--- config.mk ---
export PLATFORM = sky130hd
export DESIGN_NAME = fetch_top
export DESIGN_NICKNAME = d
export VERILOG_FILES = /design/src/fetch_pkg.sv /design/src/parcel_bus_if.sv /design/src/fetch_addr_gen.sv /design/src/parcel_queue.sv /design/src/rvc_expander.sv /design/src/fetch_out_stage.sv /design/src/fetch_top.sv
export VERILOG_INCLUDE_DIRS = /design/src
export SDC_FILE = /design/constraint.sdc
export NUM_CORES = 1
export LEC_CHECK = 0
export BUFFER_PORTS_ARGS = -buffer_cell sky130_fd_sc_hd__buf_2
export CAP_MARGIN = 25
export CORE_MARGIN = 2
export CORE_UTILIZATION = 35
export DETAILED_ROUTE_END_ITERATION = 8
export PLACE_DENSITY = 0.52
export SYNTH_ARGS = -nofsm -noshare
export SYNTH_HDL_FRONTEND = slang
export SYNTH_HIERARCHICAL = 1
export SYNTH_SLANG_ARGS = --single-unit
--- constraint.sdc ---
create_clock -name clk_i -period 5.5 [get_ports clk_i]
set_input_delay 0.275 -clock clk_i [delete_from_list [all_inputs] [get_ports clk_i]]
set_output_delay 0.275 -clock clk_i [all_outputs]
set_load 0.02 [all_outputs]
--- src/fetch_params.svh ---
// fixed RV32 fetch constants; queue sizing assumes two parcels per memory word and <= 3 words in flight
`ifndef FETCH_PARAMS_SVH
`define FETCH_PARAMS_SVH

////////////////////////////////////////
// reset and queue sizing

// first fetch address after reset
`define FETCH_PC_INIT 32'h0000_0200

// parcel queue depth, in 16-bit parcels
`define FETCH_QUEUE_DEPTH 12

// stop requesting at this fill level
// room left for two words in flight plus the one being acked
`define FETCH_FULL_THRESHOLD 6

////////////////////////////////////////
// instruction constants

`define FETCH_NOP 32'h0000_0013   // addi x0,x0,0
`define FETCH_WFI 32'h1050_0073   // wfi, executed as nop

`endif

--- src/fetch_pkg.sv ---
// RV32 only; rvc_op_e covers the compressed subset kept, everything else decodes as C_OTHER
`include "fetch_params.svh"

package fetch_pkg;

  typedef logic [15:0] parcel_t;   // one halfword
  typedef logic [31:0] instr_t;    // one expanded instruction
  typedef logic [31:0] addr_t;

  // queue fill count, must reach the full depth
  typedef logic [$clog2(`FETCH_QUEUE_DEPTH+1)-1:0] level_t;

  // RV32 major opcodes used to build expanded instructions
  typedef enum logic [6:0] {
    LOAD   = 7'b000_0011,
    STORE  = 7'b010_0011,
    OP_IMM = 7'b001_0011,
    OP     = 7'b011_0011,
    LUI    = 7'b011_0111,
    BRANCH = 7'b110_0011,
    JAL    = 7'b110_1111,
    JALR   = 7'b110_0111,
    SYSTEM = 7'b111_0011
  } rv_opcode_e;

  // compressed opcodes, {jalr sel, funct3, quadrant}
  // bit 5 only splits C.JR/C.MV from C.JALR/C.ADD/C.EBREAK
  typedef enum logic [5:0] {
    C_ADDI4SPN = 6'b0_000_00,
    C_LW       = 6'b0_010_00,
    C_SW       = 6'b0_110_00,
    C_ADDI     = 6'b0_000_01,   // also C.NOP
    C_JAL      = 6'b0_001_01,
    C_LI       = 6'b0_010_01,
    C_LUI      = 6'b0_011_01,   // also C.ADDI16SP
    C_J        = 6'b0_101_01,
    C_BEQZ     = 6'b0_110_01,
    C_BNEZ     = 6'b0_111_01,
    C_SLLI     = 6'b0_000_10,
    C_LWSP     = 6'b0_010_10,
    C_JR       = 6'b0_100_10,   // also C.MV
    C_JALR     = 6'b1_100_10,   // also C.ADD, C.EBREAK
    C_SWSP     = 6'b0_110_10,
    C_OTHER    = 6'b1_111_11    // not a 16-bit key, never collides
  } rvc_op_e;

endpackage

--- src/parcel_bus_if.sv ---
// queue head view for the expander; head_parcels[1] is only meaningful when level >= 2
`timescale 1ns/1ps

interface parcel_bus_if;

  fetch_pkg::parcel_t [1:0] head_parcels;   // [0] oldest
  fetch_pkg::level_t        level;          // parcels held
  logic               [1:0] head_fault;     // access error per head parcel
  logic               [1:0] rd_count;       // parcels popped at next edge, 0..2

  modport queue (
    output head_parcels,
    output level,
    output head_fault,
    input  rd_count
  );

  modport expander (
    input  head_parcels,
    input  level,
    input  head_fault,
    output rd_count
  );

endinterface

--- src/fetch_addr_gen.sv ---
// linear fetch only; assumes the memory drops words in flight while imem_flush_o is high
`timescale 1ns/1ps
`include "fetch_params.svh"

module fetch_addr_gen (
  input  logic             clk_i,
  input  logic             rst_ni,
  input  logic             imem_ack_i,
  input  logic             bu_flush_i,
  input  fetch_pkg::addr_t bu_nxt_pc_i,
  input  logic             almost_full_i,
  output fetch_pkg::addr_t imem_adr_o,
  output logic             imem_req_o,
  output logic             imem_flush_o
);

  logic accepted;

  // the redirect strobe flushes memory side and queue alike
  assign imem_flush_o = bu_flush_i;

  // no request while queue near full or during flush
  assign imem_req_o = ~almost_full_i & ~bu_flush_i;

  assign accepted = imem_req_o & imem_ack_i;

  ////////////////////////////////////////
  // address register
  //
  // a redirect target may sit on an odd halfword, bit 1 is kept
  // so the memory returns the upper parcel only; the next
  // address is word aligned again
  always_ff @(posedge clk_i, negedge rst_ni)
  begin
    if (!rst_ni)
      imem_adr_o <= `FETCH_PC_INIT;
    else if (bu_flush_i)
      imem_adr_o <= {bu_nxt_pc_i[31:1], 1'b0};                 // redirect wins
    else if (accepted)
      imem_adr_o <= {imem_adr_o[31:2] + 30'd1, 2'b00};          // next word
  end

endmodule

--- src/parcel_queue.sv ---
// holds FETCH_QUEUE_DEPTH parcels; relies on almost-full early enough that writes never overflow
`timescale 1ns/1ps
`include "fetch_params.svh"

module parcel_queue (
  input  logic              clk_i,
  input  logic              rst_ni,
  input  logic              flush_i,
  input  fetch_pkg::instr_t wr_parcels_i,   // [15:0] lower, [31:16] upper
  input  logic        [1:0] wr_valid_i,     // one bit per halfword
  input  logic              wr_error_i,     // access error for the whole word
  parcel_bus_if.queue       bus,
  output logic              almost_full_o
);

  localparam int DEPTH = `FETCH_QUEUE_DEPTH;
  localparam int PTR_W = $clog2(DEPTH);

  typedef logic [PTR_W-1:0] ptr_t;

  // circular index add, depth need not be a power of two
  function automatic ptr_t wrap_add(ptr_t ptr, logic [1:0] n);
    logic [PTR_W:0] sum;
    sum = {1'b0, ptr} + (PTR_W+1)'(n);
    return (sum >= DEPTH) ? ptr_t'(sum - DEPTH) : ptr_t'(sum);
  endfunction

  fetch_pkg::parcel_t parcels [DEPTH];
  logic               faults  [DEPTH];   // access error per entry

  ptr_t              wr_ptr;
  ptr_t              rd_ptr;
  ptr_t              wr_idx_hi;   // slot for the upper halfword
  ptr_t              rd_nxt;      // second head entry
  fetch_pkg::level_t level;
  logic        [1:0] wr_count;

  assign wr_count  = {1'b0, wr_valid_i[0]} + {1'b0, wr_valid_i[1]};
  assign wr_idx_hi = wr_valid_i[0] ? wrap_add(wr_ptr, 2'd1) : wr_ptr;   // low first
  assign rd_nxt    = wrap_add(rd_ptr, 2'd1);

  ////////////////////////////////////////
  // storage, written low parcel first
  always_ff @(posedge clk_i)
  begin
    if (!flush_i)                                   // data in flush cycle is stale
    begin
      if (wr_valid_i[0])
      begin
        parcels[wr_ptr] <= wr_parcels_i[15:0];
        faults[wr_ptr]  <= wr_error_i;
      end
      if (wr_valid_i[1])
      begin
        parcels[wr_idx_hi] <= wr_parcels_i[31:16];
        faults[wr_idx_hi]  <= wr_error_i;
      end
    end
  end

  ////////////////////////////////////////
  // pointers and fill level
  always_ff @(posedge clk_i, negedge rst_ni)
  begin
    if (!rst_ni)
    begin
      wr_ptr <= '0;
      rd_ptr <= '0;
      level  <= '0;
    end
    else if (flush_i)                               // empty on next edge
    begin
      wr_ptr <= '0;
      rd_ptr <= '0;
      level  <= '0;
    end
    else
    begin
      wr_ptr <= wrap_add(wr_ptr, wr_count);
      rd_ptr <= wrap_add(rd_ptr, bus.rd_count);     // expander never over-reads
      level  <= level + fetch_pkg::level_t'(wr_count)
                      - fetch_pkg::level_t'(bus.rd_count);
    end
  end

  // two oldest parcels, valid up to level
  assign bus.head_parcels[0] = parcels[rd_ptr];
  assign bus.head_parcels[1] = parcels[rd_nxt];
  assign bus.head_fault      = {faults[rd_nxt], faults[rd_ptr]};
  assign bus.level           = level;

  assign almost_full_o = level >= fetch_pkg::level_t'(`FETCH_FULL_THRESHOLD);

endmodule

--- src/rvc_expander.sv ---
// RV32C subset only; out-of-subset and reserved encodings leave as zero-extended illegal parcels
`timescale 1ns/1ps
`include "fetch_params.svh"

module rvc_expander (
  parcel_bus_if.expander    bus,
  input  logic              stall_i,
  output fetch_pkg::instr_t insn_o,
  output logic              valid_o,
  output logic              is_rvc_o,
  output logic              illegal_o,
  output logic              fault_o
);

  ////////////////////////////////////////
  // RV32 format encoders
  function automatic fetch_pkg::instr_t enc_i(fetch_pkg::rv_opcode_e op, logic [2:0] f3,
                                              logic [4:0] rd, logic [4:0] rs1,
                                              logic [11:0] imm);
    return {imm, rs1, f3, rd, op};
  endfunction

  function automatic fetch_pkg::instr_t enc_s(logic [4:0] rs1, logic [4:0] rs2,
                                              logic [11:0] imm);
    return {imm[11:5], rs2, rs1, 3'b010, imm[4:0], fetch_pkg::STORE};   // sw only
  endfunction

  function automatic fetch_pkg::instr_t enc_b(logic [2:0] f3, logic [4:0] rs1,
                                              logic [12:0] imm);
    return {imm[12], imm[10:5], 5'd0, rs1, f3, imm[4:1], imm[11], fetch_pkg::BRANCH};
  endfunction

  function automatic fetch_pkg::instr_t enc_j(logic [4:0] rd, logic [20:0] imm);
    return {imm[20], imm[10:1], imm[11], imm[19:12], rd, fetch_pkg::JAL};
  endfunction

  function automatic fetch_pkg::instr_t enc_u(logic [4:0] rd, logic [19:0] imm);
    return {imm, rd, fetch_pkg::LUI};
  endfunction

  function automatic fetch_pkg::instr_t enc_r(logic [4:0] rd, logic [4:0] rs1,
                                              logic [4:0] rs2);
    return {7'b000_0000, rs2, rs1, 3'b000, rd, fetch_pkg::OP};          // add only
  endfunction

  fetch_pkg::parcel_t  p;          // head parcel
  fetch_pkg::instr_t   word;       // head as 32-bit instruction
  fetch_pkg::instr_t   rvc_insn;
  fetch_pkg::rvc_op_e  op;
  logic          [5:0] key;
  logic                rvc_bad;
  logic          [4:0] rd, rs2;    // full register fields
  logic          [4:0] rp_hi;      // rs1'/rd' at [9:7]
  logic          [4:0] rp_lo;      // rd'/rs2' at [4:2]
  logic         [11:0] ci_imm;     // signed 6-bit CI immediate
  logic         [11:0] sp_imm;     // C.ADDI16SP
  logic         [11:0] lw_imm;     // C.LW / C.SW offset
  logic         [20:0] j_imm;
  logic         [12:0] b_imm;

  assign p    = bus.head_parcels[0];
  assign word = {bus.head_parcels[1], p};

  ////////////////////////////////////////
  // length decode and queue pop
  assign is_rvc_o = p[1:0] != 2'b11;
  assign valid_o  = is_rvc_o ? (bus.level != '0)
                             : (bus.level >= fetch_pkg::level_t'(2));
  assign bus.rd_count = (valid_o && !stall_i) ? (is_rvc_o ? 2'd1 : 2'd2) : 2'd0;

  // a 16-bit insn ignores the fault of the parcel after it
  assign fault_o = is_rvc_o ? bus.head_fault[0] : |bus.head_fault;

  // field extraction
  assign rd     = p[11:7];
  assign rs2    = p[6:2];
  assign rp_hi  = {2'b01, p[9:7]};
  assign rp_lo  = {2'b01, p[4:2]};
  assign ci_imm = {{7{p[12]}}, p[6:2]};
  assign sp_imm = {{3{p[12]}}, p[4:3], p[5], p[2], p[6], 4'b0000};
  assign lw_imm = {5'b00000, p[5], p[12:10], p[6], 2'b00};
  assign j_imm  = {{10{p[12]}}, p[8], p[10:9], p[6], p[7], p[2], p[11], p[5:3], 1'b0};
  assign b_imm  = {{5{p[12]}}, p[6:5], p[2], p[11:10], p[4:3], 1'b0};

  // opcode key, bit 5 only for the quadrant 2 funct3=100 group
  assign key = {(p[15:13] == 3'b100) && (p[1:0] == 2'b10) && p[12], p[15:13], p[1:0]};

  always_comb
    case (key)
      fetch_pkg::C_ADDI4SPN, fetch_pkg::C_LW,   fetch_pkg::C_SW,
      fetch_pkg::C_ADDI,     fetch_pkg::C_JAL,  fetch_pkg::C_LI,
      fetch_pkg::C_LUI,      fetch_pkg::C_J,    fetch_pkg::C_BEQZ,
      fetch_pkg::C_BNEZ,     fetch_pkg::C_SLLI, fetch_pkg::C_LWSP,
      fetch_pkg::C_JR,       fetch_pkg::C_JALR, fetch_pkg::C_SWSP:
        op = fetch_pkg::rvc_op_e'(key);
      default:
        op = fetch_pkg::C_OTHER;                   // C.SRLI..C.AND, FP, RV64
    endcase

  ////////////////////////////////////////
  // reserved encodings
  always_comb
    case (op)
      fetch_pkg::C_ADDI4SPN: rvc_bad = p[12:5] == 8'h00;            // incl. all-zero
      fetch_pkg::C_LUI:      rvc_bad = {p[12], p[6:2]} == 6'h00;    // nzimm
      fetch_pkg::C_SLLI:     rvc_bad = p[12];                       // shamt[5] on RV32
      fetch_pkg::C_LWSP:     rvc_bad = rd == 5'd0;
      fetch_pkg::C_JR:       rvc_bad = (rd == 5'd0) && (rs2 == 5'd0);
      fetch_pkg::C_OTHER:    rvc_bad = 1'b1;
      default:               rvc_bad = 1'b0;
    endcase

  ////////////////////////////////////////
  // expansion
  always_comb
    case (op)
      fetch_pkg::C_ADDI4SPN: rvc_insn = enc_i(fetch_pkg::OP_IMM, 3'b000, rp_lo, 5'd2,
                                              {2'b00, p[10:7], p[12:11], p[5], p[6], 2'b00});
      fetch_pkg::C_LW:       rvc_insn = enc_i(fetch_pkg::LOAD, 3'b010, rp_lo, rp_hi, lw_imm);
      fetch_pkg::C_SW:       rvc_insn = enc_s(rp_hi, rp_lo, lw_imm);
      fetch_pkg::C_ADDI:     rvc_insn = enc_i(fetch_pkg::OP_IMM, 3'b000, rd, rd, ci_imm);
      fetch_pkg::C_JAL:      rvc_insn = enc_j(5'd1, j_imm);          // link in x1
      fetch_pkg::C_LI:       rvc_insn = enc_i(fetch_pkg::OP_IMM, 3'b000, rd, 5'd0, ci_imm);
      fetch_pkg::C_LUI:      rvc_insn = (rd == 5'd2)
                                      ? enc_i(fetch_pkg::OP_IMM, 3'b000, 5'd2, 5'd2, sp_imm)
                                      : enc_u(rd, {{8{ci_imm[11]}}, ci_imm});
      fetch_pkg::C_J:        rvc_insn = enc_j(5'd0, j_imm);
      fetch_pkg::C_BEQZ:     rvc_insn = enc_b(3'b000, rp_hi, b_imm);
      fetch_pkg::C_BNEZ:     rvc_insn = enc_b(3'b001, rp_hi, b_imm);
      fetch_pkg::C_SLLI:     rvc_insn = enc_i(fetch_pkg::OP_IMM, 3'b001, rd, rd, {7'b0, rs2});
      fetch_pkg::C_LWSP:     rvc_insn = enc_i(fetch_pkg::LOAD, 3'b010, rd, 5'd2,
                                              {4'b0000, p[3:2], p[12], p[6:4], 2'b00});
      // C.MV or C.JR
      fetch_pkg::C_JR:       rvc_insn = (rs2 != 5'd0)
                                      ? enc_r(rd, 5'd0, rs2)
                                      : enc_i(fetch_pkg::JALR, 3'b000, 5'd0, rd, 12'h000);
      // C.ADD, C.JALR or C.EBREAK
      fetch_pkg::C_JALR:     rvc_insn = (rs2 != 5'd0) ? enc_r(rd, rd, rs2)
                                      : (rd != 5'd0)
                                      ? enc_i(fetch_pkg::JALR, 3'b000, 5'd1, rd, 12'h000)
                                      : enc_i(fetch_pkg::SYSTEM, 3'b000, 5'd0, 5'd0, 12'h001);
      fetch_pkg::C_SWSP:     rvc_insn = enc_s(5'd2, rs2, {4'b0000, p[8:7], p[12:9], 2'b00});
      default:               rvc_insn = {16'h0000, p};
    endcase

  assign illegal_o = is_rvc_o & rvc_bad;

  always_comb
    if (!is_rvc_o)
      insn_o = (word == `FETCH_WFI) ? `FETCH_NOP : word;   // wfi runs as nop
    else if (rvc_bad)
      insn_o = {16'h0000, p};                              // raw parcel for the trap
    else
      insn_o = rvc_insn;

endmodule

--- src/fetch_out_stage.sv ---
// one register stage; a redirect kills the output even while decode stalls
`timescale 1ns/1ps
`include "fetch_params.svh"

module fetch_out_stage (
  input  logic              clk_i,
  input  logic              rst_ni,
  input  logic              bu_flush_i,
  input  fetch_pkg::addr_t  bu_nxt_pc_i,
  input  logic              pd_stall_i,
  input  logic              valid_i,
  input  logic              is_rvc_i,
  input  logic              illegal_i,
  input  logic              fault_i,
  input  fetch_pkg::instr_t insn_i,
  output fetch_pkg::addr_t  if_pc_o,
  output fetch_pkg::instr_t if_insn_o,
  output logic              if_bubble_o,
  output logic              if_illegal_o,
  output logic              if_access_fault_o
);

  fetch_pkg::addr_t nxt_pc;   // pc of the queue head
  logic             consume;

  assign consume = valid_i & ~pd_stall_i;   // same condition as the queue pop

  ////////////////////////////////////////
  // program counters
  always_ff @(posedge clk_i, negedge rst_ni)
  begin
    if (!rst_ni)
      nxt_pc <= `FETCH_PC_INIT;
    else if (bu_flush_i)
      nxt_pc <= {bu_nxt_pc_i[31:1], 1'b0};
    else if (consume)
      nxt_pc <= nxt_pc + (is_rvc_i ? 32'd2 : 32'd4);
  end

  always_ff @(posedge clk_i, negedge rst_ni)
  begin
    if (!rst_ni)
      if_pc_o <= `FETCH_PC_INIT;
    else if (!pd_stall_i)
      if_pc_o <= nxt_pc;
  end

  ////////////////////////////////////////
  // instruction and flags
  always_ff @(posedge clk_i, negedge rst_ni)
  begin
    if (!rst_ni)
    begin
      if_insn_o         <= `FETCH_NOP;
      if_bubble_o       <= 1'b1;
      if_illegal_o      <= 1'b0;
      if_access_fault_o <= 1'b0;
    end
    else if (bu_flush_i)                            // old stream is dead
    begin
      if_insn_o         <= `FETCH_NOP;
      if_bubble_o       <= 1'b1;
      if_illegal_o      <= 1'b0;
      if_access_fault_o <= 1'b0;
    end
    else if (!pd_stall_i)
    begin
      if_insn_o         <= valid_i ? insn_i : `FETCH_NOP;
      if_bubble_o       <= ~valid_i;                // incomplete head
      if_illegal_o      <= valid_i & illegal_i;
      if_access_fault_o <= valid_i & fault_i;
    end
  end

endmodule

--- src/fetch_top.sv ---
// RV32 fetch with RVC; memory words return in order, two parcels each, imem_error_i per word
`timescale 1ns/1ps

module fetch_top (
  input  logic              clk_i,
  input  logic              rst_ni,
  // instruction memory
  output fetch_pkg::addr_t  imem_adr_o,
  output logic              imem_req_o,
  output logic              imem_flush_o,
  input  logic              imem_ack_i,
  input  fetch_pkg::instr_t imem_parcel_i,
  input  logic        [1:0] imem_parcel_valid_i,
  input  logic              imem_error_i,
  // redirect and stall
  input  logic              bu_flush_i,
  input  fetch_pkg::addr_t  bu_nxt_pc_i,
  input  logic              pd_stall_i,
  // to decode
  output fetch_pkg::addr_t  if_pc_o,
  output fetch_pkg::instr_t if_insn_o,
  output logic              if_bubble_o,
  output logic              if_illegal_o,
  output logic              if_access_fault_o
);

  logic              almost_full;
  fetch_pkg::instr_t dec_insn;
  logic              dec_valid;
  logic              dec_rvc;
  logic              dec_illegal;
  logic              dec_fault;

  parcel_bus_if bus ();   // queue head to expander

  fetch_addr_gen u_addr_gen (
    .clk_i         ( clk_i        ),
    .rst_ni        ( rst_ni       ),
    .imem_ack_i    ( imem_ack_i   ),
    .bu_flush_i    ( bu_flush_i   ),
    .bu_nxt_pc_i   ( bu_nxt_pc_i  ),
    .almost_full_i ( almost_full  ),
    .imem_adr_o    ( imem_adr_o   ),
    .imem_req_o    ( imem_req_o   ),
    .imem_flush_o  ( imem_flush_o )
  );

  parcel_queue u_queue (
    .clk_i         ( clk_i               ),
    .rst_ni        ( rst_ni              ),
    .flush_i       ( imem_flush_o        ),   // same strobe as the memory side
    .wr_parcels_i  ( imem_parcel_i       ),
    .wr_valid_i    ( imem_parcel_valid_i ),
    .wr_error_i    ( imem_error_i        ),
    .bus           ( bus.queue           ),
    .almost_full_o ( almost_full         )
  );

  rvc_expander u_expander (
    .bus       ( bus.expander ),
    .stall_i   ( pd_stall_i   ),
    .insn_o    ( dec_insn     ),
    .valid_o   ( dec_valid    ),
    .is_rvc_o  ( dec_rvc      ),
    .illegal_o ( dec_illegal  ),
    .fault_o   ( dec_fault    )
  );

  fetch_out_stage u_out (
    .clk_i             ( clk_i             ),
    .rst_ni            ( rst_ni            ),
    .bu_flush_i        ( bu_flush_i        ),
    .bu_nxt_pc_i       ( bu_nxt_pc_i       ),
    .pd_stall_i        ( pd_stall_i        ),
    .valid_i           ( dec_valid         ),
    .is_rvc_i          ( dec_rvc           ),
    .illegal_i         ( dec_illegal       ),
    .fault_i           ( dec_fault         ),
    .insn_i            ( dec_insn          ),
    .if_pc_o           ( if_pc_o           ),
    .if_insn_o         ( if_insn_o         ),
    .if_bubble_o       ( if_bubble_o       ),
    .if_illegal_o      ( if_illegal_o      ),
    .if_access_fault_o ( if_access_fault_o )
  );

endmodule

Word level (Yosys, flattened, before mapping)
Memories as Yosys holds them, arrays and structs flattened.
Index checks and enable logic that the tools add are counted.
{"block": "word_totals", "register_bits": 143, "mem_bits_rw": 204, "memories": 2}
{"memory": "u_queue.parcels", "words": 12, "width": 16, "read_ports": 2, "rd_ports_with_merged_regs": 0, "write_ports": 2, "line": "parcel_queue.sv:28", "rtl": "fetch_pkg::parcel_t parcels [DEPTH];"}
{"memory": "u_queue.faults", "words": 12, "width": 1, "read_ports": 2, "rd_ports_with_merged_regs": 0, "write_ports": 2, "line": "parcel_queue.sv:29", "rtl": "logic faults [DEPTH];"}
{"block": "classes", "n_addsub": 13, "n_lt_le_gt_ge": 6, "eq_ne": 35, "n_mux": 42, "bitwise": 10, "reduce_logical": 18}
{"operator": "$pmux 32 s15", "count": 1}
{"operator": "$mux 32", "count": 11}
{"operator": "$eq 6x5->1 const B", "count": 12}
{"operator": "$eq 6x4->1 const B", "count": 8}
{"operator": "$add 32x32->32", "count": 1}
{"operator": "$eq 32x29->1 const B", "count": 1}
{"operator": "$mux 4", "count": 8}
{"operator": "$add 30x1->30 const B", "count": 1}
{"operator": "$mux 29", "count": 1}
{"operator": "$mux 25", "count": 1}
{"operator": "$mux 21", "count": 1}
{"operator": "$ge 5x4->1 const B", "count": 4}
{"operator": "$eq 6x6->1 const B", "count": 3}
{"operator": "$logic_not 6->1", "count": 3}
{"operator": "$sub 4x4->4 const B", "count": 4}
{"operator": "$reduce_or 15->1", "count": 1}
{"operator": "$mux 1", "count": 14}
{"operator": "$eq 6x1->1 const B", "count": 2}
{"operator": "$eq 6x2->1 const B", "count": 2}
{"operator": "$eq 6x3->1 const B", "count": 2}
{"operator": "$add 4x1->5 const B", "count": 2}
{"operator": "$add 4x2->5", "count": 2}
{"operator": "$logic_not 5->1", "count": 2}
{"operator": "$reduce_bool 5->1", "count": 2}
{"operator": "21 further kinds", "count": 35}

Depth between registers and ports, before layout
Gate-level depths: netlist of the first run.
An unclocked memory read counts as a cell.
{"block": "depth", "ltp_word": 14, "ltp_mapped": 23}

Modules after synthesis
Netlist of the first run, hierarchy kept.
{"module": "parcel_queue", "n_inst": 1, "cells_each": 859, "area_each_um2": 13427.9}
{"module": "fetch_out_stage", "n_inst": 1, "cells_each": 373, "area_each_um2": 4274.1}
{"module": "fetch_addr_gen", "n_inst": 1, "cells_each": 215, "area_each_um2": 1860.5}
{"module": "rvc_expander", "n_inst": 1, "cells_each": 256, "area_each_um2": 1736.7}

Worst setup path after synthesis of the first run
No wires, ideal clock.
{"block": "synth_path", "path_kind": "flip-flop to flip-flop", "from": "register u_queue.rd_ptr[0]", "to": "register u_queue.rd_ptr[2]", "arrival_time_ps": 4876, "required_ps": 5368, "slack_ps": 492, "stages_incl_launch_ff": 22, "cell_sequence": "dfrtp_1 clkbuf_1 buf_1 clkbuf_1 mux4_2 mux2i_1 o21ai_0 and2_1 buf_2 inv_1 a2111oi_0 nor3_1 ha_1 fa_1 xnor2_1 inv_1 ha_1 nor3b_1 a31oi_1 inv_1 a21oi_1 nor2_1"}
{"item": "start: declaration", "line": "parcel_queue.sv:32", "rtl": "ptr_t rd_ptr;"}
{"item": "start signal: assignment", "line": "parcel_queue.sv:80", "rtl": "rd_ptr <= wrap_add(rd_ptr, bus.rd_count);"}

==> results.tsv, run 1 <==
metric	value	unit
Clock H-tree levels	2	
DRC marker count from the first detailed-route iteration	1347	
CP endpoint kind	flip-flop	
Mean Syn Cell Area	12.5	um2
DR vias	15600	
Max Cap Violations	0	
Worst-Margin Slew	1.13	ns
die height	251	um
number of synthesized flops with an enable pin	204	
post-route setup TNS	0	ns
Ports	173	
Max Slew Vio Count	0	
# setup viols final	0	
switching power	4460	uW
CTS tree	built	
Net count, final	1956	
RSZ-0062 raised after global routing	no	
Max Buffers Root-to-Sink	3	
clock network power share	0.238	
layout cells sized above 1	0.358	
Syn Inst Count	1703	
clock root buffer master	clkbuf_16	
post-synth net total	1804	
outcome	complete, no violations	
port bufs	169	
Worst Path Required	5.92	ns
commonest cells after routing, fill and taps aside	204 x edfxtp_1, 181 x mux2_2, 168 x buf_2	
Post-DP HPWL	44800	um
Power, Total	11100	uW
Starting Density	0.354	
Seq/Total Area, Yosys	0.453	
drt first pass iters	7	
CTS Buf Count	40	
yosys synthesis warning count	6	
Core Area	60200	um2
WL/cell	24.9	um
Final Skew	0.0606	ns
Slew HR	0.239	
DRC violation count after routing	0	
die width	251	um
antenna violations before repair	7	
Post-synth ARST share	0.407	
Flop pwr share	0.290	
Layout area overhead	15.7	%
Row Count	90	
Distinct cells, synth	96	
commonest non-fill, non-tap cell in the layout	edfxtp_1	
f_max	200	MHz
GRT Util Overall	0.209	
P_leak	0.00898	uW
fin crit share	0.910	
grt ovf	0	
Placer Congestion	0.922	
largest net degree at the start of global routing	89	
Skew-Pair Late Insertion Delay	0.59	ns
crit path kind	reg -> reg	
final hold vios	0	
power per cell area	451	nW/um2
Post-CTS Setup Bufs	0	
post-route insts no fill	2671	
synthesized cell area	21300	um2
Peak VDD IR	331	uV
Placed Instances	2562	
CTS Sinks	344	
vias in the first global route	15500	
Max FO, Critical Path	13	
internal power	6650	uW
Primary FF master, synth	edfxtp_1	
post-CTS sizing	0	
min Tclk post-route	5.01	ns
Critical Path Source Type	flip-flop	
total die area	62800	um2
ANT nets after route	0	
# hold bufs at CTS	32	
Sw Share	0.401	
Via density	5.83	
Combinational Power Share	0.472	
total wire length	66500	um
first-pass GRT wire length	100000	um
worst min-delay path class	in -> reg	
Yosys reg bits	344	
Worst Path Arrival	5.43	ns
Fillers	5658	
Reg clk slew, reported paths	0.06	ns
sequential cells by signal, summed over array words and instances (netlist names), 4 cells and up:
name and flops:
u_addr_gen/imem_adr_o 31, u_out/if_insn_o 32, u_out/if_pc_o 31, u_out/nxt_pc 31
u_queue/bus.level 4, u_queue/faults 12, u_queue/parcels 192, u_queue/rd_ptr 4
u_queue/wr_ptr 4
critical path: stages (launching register included):
cell	delay, ns
dfrtp_4	0.50
ha_1	0.29
xor2_1	0.18
ha_1	0.19
and2_1	0.19
nor3b_1	0.09
o31ai_4	0.58
buf_4	0.38
mux2i_1	0.22
o21ai_0	0.32
nor4b_1	0.38
nand4_1	0.17
nor4_4	0.47
nor2_1	0.30
a221o_1	0.41
a22o_1	0.19
power groups by stage:
stage	clock network, uW	registers, uW	logic (uW)
CTS	2720	3220	5230
finish	2640	3220	5250
detailed placement	0	3270	5190
global route	2810	3250	5630
floorplan	0	3360	3400
global placement	0	3260	5180
routing by layer:
metal,vias up,track usage,wire length [um]
met2,547,0.338,31300
li1,6941,-,-
met5,-,0,77
met1,7973,0.292,29300
met4,10,0.0536,1500
met3,103,0.0365,4350
cell usage after synthesis (24+ instances only):
cell type	instances	area, um2
o21ai_0	95	475
nor2_1	68	255
buf_2	24	120
mux4_2	102	2300
o31ai_1	32	240
clkbuf_1	97	364
a31oi_1	40	250
edfxtp_1	204	6130
mux2i_1	43	430
mux2_2	181	2040
dfrtp_1	133	3330
nand2_1	118	443
nand3_1	30	150
ha_1	24	300
a22o_1	39	342
inv_1	34	128
or4_1	35	263
mux2_4	36	541
xnor2_1	28	245
final timing paths:
path                                        start                   endpoint  slack [ns]  cells after the start
worst max register to register  u_queue/rd_ptr[0]        u_out/if_insn_o[30]        0.49                     15
worst min register to register  u_out/if_pc_o[12]          u_out/if_pc_o[12]        0.50                      2
min in group asynchronous                  rst_ni          u_out/if_pc_o[28]        0.33                      2
max in group asynchronous                  rst_ni        u_out/if_insn_o[20]        3.86                      3
worst max-delay path            u_queue/rd_ptr[0]        u_out/if_insn_o[30]        0.49                     15
worst min-delay path              bu_nxt_pc_i[13]  u_addr_gen/imem_adr_o[13]        0.04                      3
final cells by class:
cell class	instances	area (um2)	share of cell area
inverters	36	135	0.00548
multi-input cells	1168	10900	0.442
diodes	2	5.00	0.000203
clock buffers	51	1050	0.0427
flip-flops and latches	344	9650	0.391
repair buffers	265	1700	0.0689
well taps	782	978	0.0397
clock inverters	23	236	0.00959
cell families (layout without fill, tap and decap cells):
family | Yosys count | in the layout | synth area share
compound gates | 329 | 329 | 0.109
xor+xnor | 35 | 35 | 0.0147
flops | 344 | 344 | 0.453
mux | 364 | 364 | 0.250
fa+ha+maj | 29 | 29 | 0.0188
other cells | 2 | 4 | 0.000353
buf+inv | 191 | 375 | 0.0418
simple gates | 409 | 409 | 0.112
through the flow:
step	util	area, um2	setup WS (ns)	hold WS [ns]
after CTS	0.409	24600	0.592	0.000675
final	0.409	24600	0.493	0.0446
after floorplan	-	21300	0.492	-0.0206
after global placement	0.382	23000	0.649	0.431
after detailed placement	0.382	23000	0.598	0.414
after global routing	0.409	24600	0.125	0.0362
Power figures use the tool's default switching activity.
==> run 2: changes to the inputs <==
Settings changed: CORE_UTILIZATION 35 to 55, PLACE_DENSITY 0.52 to 0.75.
==> run 2 against run 1 <==
  * Maximum frequency decreased by 2.0%
  * Final cell count decreased by 10%
  * Final area decreased by 1.7%
  * Non-clock buffer count unchanged
  * Wire length decreased by 7.7%
  * First-iteration DRC count increased by 15%
  * Utilization increased by 22 points
  * Via count increased by 2.6%
  * Worst hold slack got worse by 0.018 ns
  * Register-to-register slack got worse by 0.10 ns
  * Clock power decreased by 5%
  * Sequential power about the same
  * Critical path type unchanged
  * Critical endpoint unchanged
==> results.tsv, run 2 (synthesis gave the netlist of run 1 again) <==
metric	value	unit
max FFs per register	192	
Critical Path Start	u_queue/rd_ptr[0]	
# hold bufs at CTS	26	
GRT Util Overall	0.301	
Post-DP HPWL	40600	um
grt ovf	0	
RSZ-0062 raised after global routing	no	
DRC violation count after routing	0	
largest net degree at the start of global routing	80	
cell breakdown of the critical path	ha_1, xor2_1, ha_1, and2_1, nor3b_1, o31ai_4, buf_4, mux2i_1, o21ai_0, nor4_1, nand4_1, nor4_4, nor2_1, a221o_1, a22o_1	
worst min-delay path class	in -> reg	
outcome	complete, no violations	
FF-to-FF path depth	15	
Max FO, Critical Path	13	
Peak VDD IR	303	uV
DRC marker count from the first detailed-route iteration	1546	
Ports	173	
Max Buffers Root-to-Sink	3	
Worst-Margin Slew	1.09	ns
commonest cells after routing, fill and taps aside	204 x edfxtp_1, 181 x mux2_2, 168 x buf_2	
WL/cell	25.6	um
ANT nets after route	0	
f_max	196	MHz
Largest Register	u_queue/parcels	
first-pass GRT wire length	93000	um
# setup viols final	0	
crit path kind	reg -> reg	
Starting Density	0.554	
CTS Sinks	344	
Slew HR	0.265	
Net count, final	1955	
clock root buffer master	clkbuf_16	
CTS tree	built	
total die area	40300	um2
antenna violations before repair	9	
Final Skew	0.0149	ns
Critical Path Source Type	flip-flop	
Via density	6.65	
power per cell area	449	nW/um2
total wire length	61400	um
Fillers	2888	
CP endpoint kind	flip-flop	
Skew-Pair Late Insertion Delay	0.55	ns
Worst R2R Setup Slack	0.39	ns
final hold slack	0.0266	ns
Post-CTS Setup Bufs	0	
Layout area overhead	13.7	%
final hold vios	0	
die height	201	um
Placer Congestion	0.940	
commonest non-fill, non-tap cell in the layout	edfxtp_1	
CP most frequent cell	ha_1	
vias in the first global route	15900	
post-route setup TNS	0	ns
Row Count	72	
Reg2Reg Launch Point	u_queue/rd_ptr[0]	
fin crit share	0.929	
CP endpoint	u_out/if_insn_o[30]	
Reg2Reg Capture Point	u_out/if_insn_o[30]	
Max Slew Vio Count	0	
P_leak	0.00896	uW
Max Cap Violations	0	
port bufs	169	
DR vias	16000	
Worst Path Arrival	5.55	ns
CTS Buf Count	39	
die width	201	um
Worst Path Required	5.94	ns
Reg clk slew, reported paths	0.06	ns
CP peak stage delay	0.70	ns
Clock H-tree levels	2	
Slowest cell on crit path	o31ai_4	
biggest regs	u_queue/parcels: 192 flops, u_out/if_insn_o: 32 flops	
post-CTS sizing	0	
layout cells sized above 1	0.359	
drt first pass iters	5	
min Tclk post-route	5.11	ns
Core Area	38500	um2
-- run 2: cell types whose count changed in the layout (fill, tap and decap cells not counted), moves of 3 or more --
cell / change
clkinv_2: -3
o21bai_4: -4
o21bai_2: +4
dlygate4sd3_1: -6
diode_2: +3
-- run 2: how the worst min path moves through the flow --
stage / from / to / depth (start not counted)
CTS: bu_nxt_pc_i[24] / u_out/nxt_pc[24] / 3
global placement: rst_ni / u_out/if_pc_o[20] / 1
global route: bu_nxt_pc_i[24] / u_out/nxt_pc[24] / 3
floorplan: rst_ni / u_addr_gen/imem_adr_o[10] / 0
detailed placement: rst_ni / u_out/if_pc_o[25] / 1
finish: bu_nxt_pc_i[24] / u_out/nxt_pc[24] / 3
-- run 2: power breakdown --
group / leakage, uW / internal (uW) / switching [uW] / total [uW]
logic: 0.00483 / 2140 / 3020 / 5150
clock network: 0.000584 / 1460 / 1040 / 2500
registers: 0.00355 / 3010 / 202 / 3210
total: 0.00896 / 6610 / 4260 / 10900
-- run 2: critical path: cells and delay by family, from the launching register on --
kind	cells	cell delay (ns)
multiplexers	1	0.20
adder cells (fa/ha/maj)	2	0.50
flip-flops	1	0.50
AND/OR/NAND/NOR	6	1.61
AO/OA/AOI/OAI	4	1.61
buffers and inverters	1	0.38
XOR/XNOR	1	0.20
-- run 2: routing by layer --
layer  track usage  wire, um
met5             0        34
met4         0.137      2770
met3        0.0547      5640
met2         0.482     28900
met1         0.404     24000
-- run 2: through the flow --
stage / total power [uW] / area, um2 / util / instances / setup WS, ns
4_1_cts: 10800 / 24200 / 0.628 / 2395 / 0.452
2_1_floorplan: 6760 / 21300 / - / 1703 / 0.492
6_report: 10900 / 24200 / 0.630 / 2403 / 0.392
3_3_place_gp: 8210 / 22600 / 0.589 / 2299 / 0.664
5_1_grt: 11300 / 24200 / 0.629 / 2399 / 0.0215
3_5_place_dp: 8300 / 22700 / 0.590 / 2302 / 0.475
-- run 2: final cells by class --
type	instances	area (um2)	area share
antenna	5	12.5	0.000517
multi-input combinational	1168	10900	0.448
sequential	344	9650	0.398
inverter	36	135	0.00558
timing repair buffer	265	1740	0.0717
clock buffer	51	1030	0.0426
clock inverter	16	160	0.00661
tap	518	648	0.0268
